[src/logic/bubble_pkg.sv]
////////////////////////////////////////
// Shared constants and state types for the arcade display core
// Screen geometry, sprite sizes, colours and the FSM enums
////////////////////////////////////////
`default_nettype none

package bubble_pkg;

    // Screen geometry
    localparam int screen_w = 160;
    localparam int screen_h = 120;
    localparam int x_bits   = 8;
    localparam int y_bits   = 7;

    localparam logic [2:0] player_width = 3'd3;  // Player square side
    localparam int enemy_count = 3;

    // Enemy square sides, index 0 is the first enemy drawn
    localparam logic [enemy_count-1:0][2:0] enemy_widths = {3'd7, 3'd5, 3'd3};

    localparam int colour_bits = 3;
    localparam logic [colour_bits-1:0] colour_black = 3'd0;
    localparam logic [colour_bits-1:0] colour_white = 3'd7;

    typedef enum logic [2:0] {
        level_select,
        load_level,
        level_pause,
        play_start,
        play,
        pausing,
        game_over
    } game_state_t;

    typedef enum logic {
        clear_screen,
        sprites
    } plot_mode_t;

    typedef enum logic [1:0] {
        idle,
        clearing,
        drawing
    } draw_state_t;

    // Sprite pass order
    typedef enum logic [1:0] {
        player,
        enemy,
        tip,
        bullet
    } plot_phase_t;

endpackage

`default_nettype wire

[src/logic/game_if.sv]
////////////////////////////////////////
// Decoded game state levels
// Driven by the game FSM, read by the draw sequencer
////////////////////////////////////////
`timescale 1ns/10ps
`default_nettype none

interface game_if;
    logic load_level;
    logic level_pause;
    logic play;
    logic game_over;

    modport ctrl (output load_level, output level_pause, output play, output game_over);
    modport seq (input load_level, input level_pause, input play, input game_over);
endinterface

`default_nettype wire

[src/logic/bubble_display.sv]
////////////////////////////////////////
// Top of the game display core
// Emits a plot stream for a 160x120 frame buffer
////////////////////////////////////////
`timescale 1ns/10ps
`default_nettype none

module bubble_display (
    input  logic                                clk,
    input  logic                                resetn,
    input  logic                                go,
    input  logic                                player_hit,
    input  logic                                moved,
    input  logic [bubble_pkg::x_bits-1:0]       player_x,
    input  logic [bubble_pkg::y_bits-1:0]       player_y,
    input  logic [bubble_pkg::x_bits-1:0]       bullet_x,
    input  logic [bubble_pkg::y_bits-1:0]       bullet_y,
    input  logic [bubble_pkg::x_bits-1:0]       enemy0_x,
    input  logic [bubble_pkg::y_bits-1:0]       enemy0_y,
    input  logic [bubble_pkg::x_bits-1:0]       enemy1_x,
    input  logic [bubble_pkg::y_bits-1:0]       enemy1_y,
    input  logic [bubble_pkg::x_bits-1:0]       enemy2_x,
    input  logic [bubble_pkg::y_bits-1:0]       enemy2_y,
    input  logic [bubble_pkg::colour_bits-1:0]  enemy_colour,
    output logic                                plot,
    output logic [bubble_pkg::x_bits-1:0]       pix_x,
    output logic [bubble_pkg::y_bits-1:0]       pix_y,
    output logic [bubble_pkg::colour_bits-1:0]  pix_colour,
    output logic                                play,
    output logic                                game_over,
    output logic                                redraw_done
);

    game_if game ();

    logic                   plot_start;
    logic                   plot_done;
    bubble_pkg::plot_mode_t plot_mode;

    game_control game_control_inst (
        .clk        (clk),
        .resetn     (resetn),
        .go         (go),
        .player_hit (player_hit),
        .game       (game)
    );

    draw_sequencer draw_sequencer_inst (
        .clk         (clk),
        .resetn      (resetn),
        .game        (game),
        .moved       (moved),
        .plot_done   (plot_done),
        .plot_start  (plot_start),
        .plot_mode   (plot_mode),
        .redraw_done (redraw_done)
    );

    sprite_plotter sprite_plotter_inst (
        .clk          (clk),
        .resetn       (resetn),
        .plot_start   (plot_start),
        .plot_mode    (plot_mode),
        .player_x     (player_x),
        .player_y     (player_y),
        .bullet_x     (bullet_x),
        .bullet_y     (bullet_y),
        .enemy0_x     (enemy0_x),
        .enemy0_y     (enemy0_y),
        .enemy1_x     (enemy1_x),
        .enemy1_y     (enemy1_y),
        .enemy2_x     (enemy2_x),
        .enemy2_y     (enemy2_y),
        .enemy_colour (enemy_colour),
        .plot         (plot),
        .pix_x        (pix_x),
        .pix_y        (pix_y),
        .pix_colour   (pix_colour),
        .plot_done    (plot_done)
    );

    // Status for the outside world
    assign play      = game.play;
    assign game_over = game.game_over;

endmodule

`default_nettype wire

[src/logic/draw_sequencer.sv]
////////////////////////////////////////
// Redraw scheduler
// Starts a clear pass then a sprite pass on a level load or a move
////////////////////////////////////////
`timescale 1ns/10ps
`default_nettype none

module draw_sequencer (
    input  logic                    clk,
    input  logic                    resetn,
    game_if.seq                     game,
    input  logic                    moved,
    input  logic                    plot_done,
    output logic                    plot_start,
    output bubble_pkg::plot_mode_t  plot_mode,
    output logic                    redraw_done
);

    bubble_pkg::draw_state_t state;
    logic load_q;     // Previous load_level
    logic load_pend;  // Level load seen while busy
    logic load_rise;
    logic move_req;

    assign load_rise = game.load_level & ~load_q;

    // Moves only count in live play
    assign move_req = moved & game.play;

    always_ff @(posedge clk) begin
        if (!resetn) begin
            state       <= bubble_pkg::idle;
            load_q      <= 1'b0;
            load_pend   <= 1'b0;
            plot_start  <= 1'b0;
            plot_mode   <= bubble_pkg::clear_screen;
            redraw_done <= 1'b0;
        end else begin
            load_q      <= game.load_level;
            plot_start  <= 1'b0;
            redraw_done <= 1'b0;

            // Keep a load that lands mid redraw so its clear still happens
            if (load_rise && state != bubble_pkg::idle) begin
                load_pend <= 1'b1;
            end

            case (state)
                bubble_pkg::idle: begin
                    if (load_rise || load_pend || move_req) begin
                        state      <= bubble_pkg::clearing;
                        plot_start <= 1'b1;
                        plot_mode  <= bubble_pkg::clear_screen;
                        load_pend  <= 1'b0;
                    end
                end
                bubble_pkg::clearing: begin
                    if (plot_done) begin
                        state      <= bubble_pkg::drawing;
                        plot_start <= 1'b1;
                        plot_mode  <= bubble_pkg::sprites;
                    end
                end
                bubble_pkg::drawing: begin
                    if (plot_done) begin
                        state       <= bubble_pkg::idle;
                        redraw_done <= 1'b1;
                    end
                end
                default: state <= bubble_pkg::idle;
            endcase
        end
    end

endmodule

`default_nettype wire

[src/logic/game_control.sv]
////////////////////////////////////////
// Game state FSM stepped by the go button
// Outputs are decoded from the registered state
////////////////////////////////////////
`timescale 1ns/10ps
`default_nettype none

module game_control (
    input  logic   clk,
    input  logic   resetn,
    input  logic   go,
    input  logic   player_hit,
    game_if.ctrl   game
);

    bubble_pkg::game_state_t state;
    bubble_pkg::game_state_t state_next;

    // Press and release alternate between most states
    always_comb begin
        state_next = state;
        case (state)
            bubble_pkg::level_select: begin
                if (go) state_next = bubble_pkg::load_level;
            end
            bubble_pkg::load_level: begin
                if (!go) state_next = bubble_pkg::level_pause;
            end
            bubble_pkg::level_pause: begin
                if (go) state_next = bubble_pkg::play_start;
            end
            bubble_pkg::play_start: begin
                if (!go) state_next = bubble_pkg::play;
            end
            bubble_pkg::play: begin
                if (go) state_next = bubble_pkg::pausing;  // Pause wins over a hit
                else if (player_hit) state_next = bubble_pkg::game_over;
            end
            bubble_pkg::pausing: begin
                if (!go) state_next = bubble_pkg::level_pause;
            end
            bubble_pkg::game_over: begin
                if (go) state_next = bubble_pkg::load_level;
            end
            default: state_next = bubble_pkg::level_select;
        endcase
    end

    always_ff @(posedge clk) begin
        if (!resetn) begin
            state <= bubble_pkg::level_select;
        end else begin
            state <= state_next;
        end
    end

    assign game.load_level  = (state == bubble_pkg::load_level);
    assign game.level_pause = (state == bubble_pkg::level_pause);
    assign game.play        = (state == bubble_pkg::play);
    assign game.game_over   = (state == bubble_pkg::game_over);

endmodule

`default_nettype wire

[src/logic/sprite_plotter.sv]
////////////////////////////////////////
// Pixel engine, one plot per cycle
// Clear mode sweeps the screen, sprite mode draws the squares
////////////////////////////////////////
`timescale 1ns/10ps
`default_nettype none

module sprite_plotter (
    input  logic                                clk,
    input  logic                                resetn,
    input  logic                                plot_start,
    input  bubble_pkg::plot_mode_t              plot_mode,
    input  logic [bubble_pkg::x_bits-1:0]       player_x,
    input  logic [bubble_pkg::y_bits-1:0]       player_y,
    input  logic [bubble_pkg::x_bits-1:0]       bullet_x,
    input  logic [bubble_pkg::y_bits-1:0]       bullet_y,
    input  logic [bubble_pkg::x_bits-1:0]       enemy0_x,
    input  logic [bubble_pkg::y_bits-1:0]       enemy0_y,
    input  logic [bubble_pkg::x_bits-1:0]       enemy1_x,
    input  logic [bubble_pkg::y_bits-1:0]       enemy1_y,
    input  logic [bubble_pkg::x_bits-1:0]       enemy2_x,
    input  logic [bubble_pkg::y_bits-1:0]       enemy2_y,
    input  logic [bubble_pkg::colour_bits-1:0]  enemy_colour,
    output logic                                plot,
    output logic [bubble_pkg::x_bits-1:0]       pix_x,
    output logic [bubble_pkg::y_bits-1:0]       pix_y,
    output logic [bubble_pkg::colour_bits-1:0]  pix_colour,
    output logic                                plot_done
);

    bubble_pkg::plot_mode_t  mode;
    bubble_pkg::plot_phase_t phase;
    logic [1:0] enemy_idx;

    // Positions sampled at the start of a sprite pass
    logic [bubble_pkg::x_bits-1:0]      px_q, bx_q;
    logic [bubble_pkg::y_bits-1:0]      py_q, by_q;
    logic [bubble_pkg::x_bits-1:0]      ex_q [bubble_pkg::enemy_count];
    logic [bubble_pkg::y_bits-1:0]      ey_q [bubble_pkg::enemy_count];
    logic [bubble_pkg::colour_bits-1:0] ecol_q;

    logic [bubble_pkg::x_bits-1:0] ox;  // Corner of current square
    logic [2:0] dx, dy;                 // Offset inside the square
    logic [2:0] side;
    logic [1:0] next_idx;
    logic last_col, last_row;

    assign side = (phase == bubble_pkg::player) ? bubble_pkg::player_width
                                                : bubble_pkg::enemy_widths[enemy_idx];
    assign last_col = (dx == side - 3'd1);
    assign last_row = (dy == side - 3'd1);
    assign next_idx = (phase == bubble_pkg::player) ? 2'd0 : enemy_idx + 2'd1;

    always_ff @(posedge clk) begin
        plot_done <= 1'b0;
        if (!resetn) begin
            plot      <= 1'b0;
            plot_done <= 1'b0;
            mode      <= bubble_pkg::clear_screen;
            phase     <= bubble_pkg::player;
            enemy_idx <= 2'd0;
        end else if (!plot) begin
            if (plot_start) begin
                plot <= 1'b1;
                mode <= plot_mode;
                if (plot_mode == bubble_pkg::clear_screen) begin
                    pix_x      <= '0;
                    pix_y      <= '0;
                    pix_colour <= bubble_pkg::colour_black;
                end else begin
                    px_q   <= player_x;
                    py_q   <= player_y;
                    bx_q   <= bullet_x;
                    by_q   <= bullet_y;
                    ex_q[0] <= enemy0_x;
                    ey_q[0] <= enemy0_y;
                    ex_q[1] <= enemy1_x;
                    ey_q[1] <= enemy1_y;
                    ex_q[2] <= enemy2_x;
                    ey_q[2] <= enemy2_y;
                    ecol_q <= enemy_colour;
                    phase      <= bubble_pkg::player;
                    enemy_idx  <= 2'd0;
                    ox         <= player_x;
                    dx         <= 3'd0;
                    dy         <= 3'd0;
                    pix_x      <= player_x;
                    pix_y      <= player_y;
                    pix_colour <= bubble_pkg::colour_white;
                end
            end
        end else if (mode == bubble_pkg::clear_screen) begin
            // Raster sweep
            if (pix_x != bubble_pkg::screen_w - 1) begin
                pix_x <= pix_x + 1'b1;
            end else if (pix_y != bubble_pkg::screen_h - 1) begin
                pix_x <= '0;
                pix_y <= pix_y + 1'b1;
            end else begin
                plot      <= 1'b0;
                plot_done <= 1'b1;
            end
        end else begin
            case (phase)
                bubble_pkg::player, bubble_pkg::enemy: begin
                    if (!last_col) begin
                        pix_x <= pix_x + 1'b1;
                        dx    <= dx + 3'd1;
                    end else if (!last_row) begin
                        pix_x <= ox;
                        pix_y <= pix_y + 1'b1;
                        dx    <= 3'd0;
                        dy    <= dy + 3'd1;
                    end else if (phase == bubble_pkg::enemy
                                 && enemy_idx == bubble_pkg::enemy_count - 1) begin
                        phase      <= bubble_pkg::tip;
                        pix_x      <= px_q + 1'b1;
                        pix_y      <= py_q - 1'b1;
                        pix_colour <= bubble_pkg::colour_white;
                    end else begin
                        // Next enemy square from its corner
                        phase      <= bubble_pkg::enemy;
                        enemy_idx  <= next_idx;
                        ox         <= ex_q[next_idx];
                        dx         <= 3'd0;
                        dy         <= 3'd0;
                        pix_x      <= ex_q[next_idx];
                        pix_y      <= ey_q[next_idx];
                        pix_colour <= ecol_q;
                    end
                end
                bubble_pkg::tip: begin
                    phase <= bubble_pkg::bullet;
                    pix_x <= bx_q;
                    pix_y <= by_q;  // Colour stays white
                end
                default: begin
                    plot      <= 1'b0;
                    plot_done <= 1'b1;
                end
            endcase
        end
    end

endmodule

`default_nettype wire

[config.mk]
export PLATFORM = sky130hd
export DESIGN_NAME = bubble_display
export DESIGN_NICKNAME = d
export VERILOG_FILES = /design/src/logic/bubble_pkg.sv /design/src/logic/game_if.sv /design/src/logic/bubble_display.sv /design/src/logic/draw_sequencer.sv /design/src/logic/game_control.sv /design/src/logic/sprite_plotter.sv
export SDC_FILE = /design/constraint.sdc
export NUM_CORES = 1
export LEC_CHECK = 0
export BUFFER_PORTS_ARGS = -buffer_cell sky130_fd_sc_hd__buf_2
export CAP_MARGIN = 10
export CORE_MARGIN = 8
export CORE_UTILIZATION = 49
export DETAILED_ROUTE_END_ITERATION = 12
export GPL_TIMING_DRIVEN = 0
export PLACE_DENSITY = 0.68
export SYNTH_ARGS = -nofsm -noshare
export SYNTH_HDL_FRONTEND = slang
export SYNTH_HIERARCHICAL = 1
export SYNTH_SLANG_ARGS = --single-unit
[constraint.sdc]
create_clock -name clk -period 3.8 [get_ports clk]
set_clock_uncertainty 0.1 [all_clocks]
set_input_delay 0 -clock clk [delete_from_list [all_inputs] [get_ports clk]]
set_output_delay 0 -clock clk [all_outputs]
set_load 0.005 [all_outputs]
==> impl_metrics.toml <==
[min_path]
hp-start = "bullet_x[2]"
min_path_type = "in -> reg"

[grt]
grt_max_degree = 46
grt_pass1_vias = 5440
grt_util_all_layers_pct = 22.9
grt_overflow = 0
antenna_found_initial = 0
grt_pass1_wl_um = 28700

[critical_path]
crit_type = "reg -> reg"
crit_start = "sprite_plotter_inst/enemy_idx[0]$_SDFFE_PN0P_"
crit_path_start_kind = "flop"
crit_path_end_kind = "flop"
crit_fanout = 10
cp.required_ns = 3.83
worstReg2RegStart = "sprite_plotter_inst/enemy_idx[0]$_SDFFE_PN0P_"
cp.arrival_ns = 3.62

[layout]
final_nets = 823
num_antenna_cells = 0
mostFrequentLayoutCells = "buf_2, edfxtp_1, dlygate4sd3_1"
final_design_area_no_fill_sq_um = 8420
layout_commonest_cell = "buf_2"
drive_gt1_share_pct = 22.6
area_growth_pct = 35.3

[routing]
viasPerCell = 5.75
post_drt_wl_per_cell_um = 20.1
first_iter_violations = 634
first_pass_iters = 6
drt_drc_violations_left = 0
num_vias = 5253
ant_nets = 0
routed_wirelength_um = 18400

[timing]
setup_viol = 0
min_period_over_period_pct = 94.5
tightest_slew_ns = 0.819
fmax_mhz = 278
finalCriticalPeriod_ns = 3.59
hold_viol = 0
final_max_slew_viol_count = 0
slew_headroom_pct = 45.4

[floorplan]
core_area_sq_um = 12500
die_y_um = 129
fp.dieW_um = 129
start_util_pct = 49.7
die-area_sq_um = 16600
rows = 41
io_pins = 105

[power]
vdd_drop_max_mv = 0.333
power_leakage_nw = 3.16
totalPowerFinal_w = 0.00339
p_per_area_nw_per_um2 = 402

[clock_tree]
cts_sinks = 127
cts_root_buf = "clkbuf_16"
ctsHtreeMaxLevel = 4
numCtsBuffers = 17
clkLatencyLatePin_ns = 0.42
clk_pin_slew_ns = 0.06
clockBufferDepth = 2
cts_tree = "built"

[synth]
syn_avg_cell_area_sq_um = 11.9
synth_area_sq_um = 6220
syn_inst = 522
synth_nets = 615
yosys_warnings = 6

[run]
max-cap-violations = 0

[placement]
dp.final_hpwl_um = 12100
gp_congestion = 0.866
dpl_cell_area_sq_um = 6980
portBuffers = 104

[status]
status = "finished clean"
[power breakdown]
part / switching, W / total (W) / internal [W]
logic: 0.000103 / 0.000238 / 0.000134
clock network: 0.000577 / 0.00160 / 0.00102
registers: 0.0000186 / 0.00155 / 0.00153
[area by class of cell]
class                   count  area, sq um
plain buffers              23          130
clock inverters            12          144
flip-flops and latches    127         3640
repair buffers            189         1390
clock buffers              19          433
multi-input cells         361         2420
well taps                 172          215
fillers                   958         4100
inverters                  11         41.3
[registers in the layout (all words and copies together), names as in the netlist, 2 cells and up]
| signal | count |
|---|---|
| draw_sequencer_inst/state | 2 |
| sprite_plotter_inst/enemy_idx | 2 |
| sprite_plotter_inst/dy | 3 |
| sprite_plotter_inst/pix_y | 7 |
| sprite_plotter_inst/phase | 2 |
| sprite_plotter_inst/ex_q | 24 |
| sprite_plotter_inst/pix_colour | 3 |
| sprite_plotter_inst/dx | 3 |
| sprite_plotter_inst/bx_q | 8 |
| sprite_plotter_inst/py_q | 7 |
| sprite_plotter_inst/ey_q | 21 |
| sprite_plotter_inst/ecol_q | 3 |
| game_control_inst/state | 3 |
| sprite_plotter_inst/px_q | 8 |
| sprite_plotter_inst/ox | 8 |
| sprite_plotter_inst/pix_x | 8 |
| sprite_plotter_inst/by_q | 7 |
[through the flow]
step	setup WS (ns)	hold slack (ns)	instances	util, %	TNS, ns
6_report	0.208	0.192	914	67.3	0
5_1_grt	-0.0335	0.177	914	67.3	-0.217
4_1_cts	0.0327	0.167	913	67.0	0
3_5_place_dp	-0.295	0.0781	799	55.8	-2.07
3_3_place_gp	-0.233	0.0759	798	55.6	-2.11
2_1_floorplan	0.688	-0.00113	522	-	0
[critical path, stage by stage, from the launching register on]
cell      delay, ns
dfxtp_1        0.33
buf_2          0.21
clkinv_1       0.28
ha_1           0.34
nor3_1         0.29
ha_1           0.32
xor2_1         0.31
nand3_2        0.28
buf_2          0.29
nor2_1         0.11
nor2_1         0.07
nor3_4         0.22
buf_12         0.16
[worst paths after layout]
check | endpoint | slack (ns) | depth (start not counted)
setup / recovery | sprite_plotter_inst/pix_y[4]$_DFFE_PP_ | 0.21 | 12
hold / removal | sprite_plotter_inst/bx_q[2]$_DFFE_PP_ | 0.19 | 2
setup reg to reg | sprite_plotter_inst/pix_y[4]$_DFFE_PP_ | 0.21 | 12
hold reg to reg | draw_sequencer_inst/redraw_done$_SDFF_PN0_ | 0.42 | 2
[layer usage]
metal / routed length, um / global-route usage [%]
met4: 263 / 8.64
met2: 9090 / 37.9
met5: 0 / 0
met3: 1740 / 6.95
met1: 7270 / 27.4
[what timing repair did]
item                                    CTS  global route
resized for setup                         1             3
endpoints found under the hold margin   113             0
pin swaps                                 0             1
hold buffers                             83             0
endpoints found under the setup margin    7            18
buffers inserted                          0             1
No activity file was read; power rests on OpenSTA's default activity.
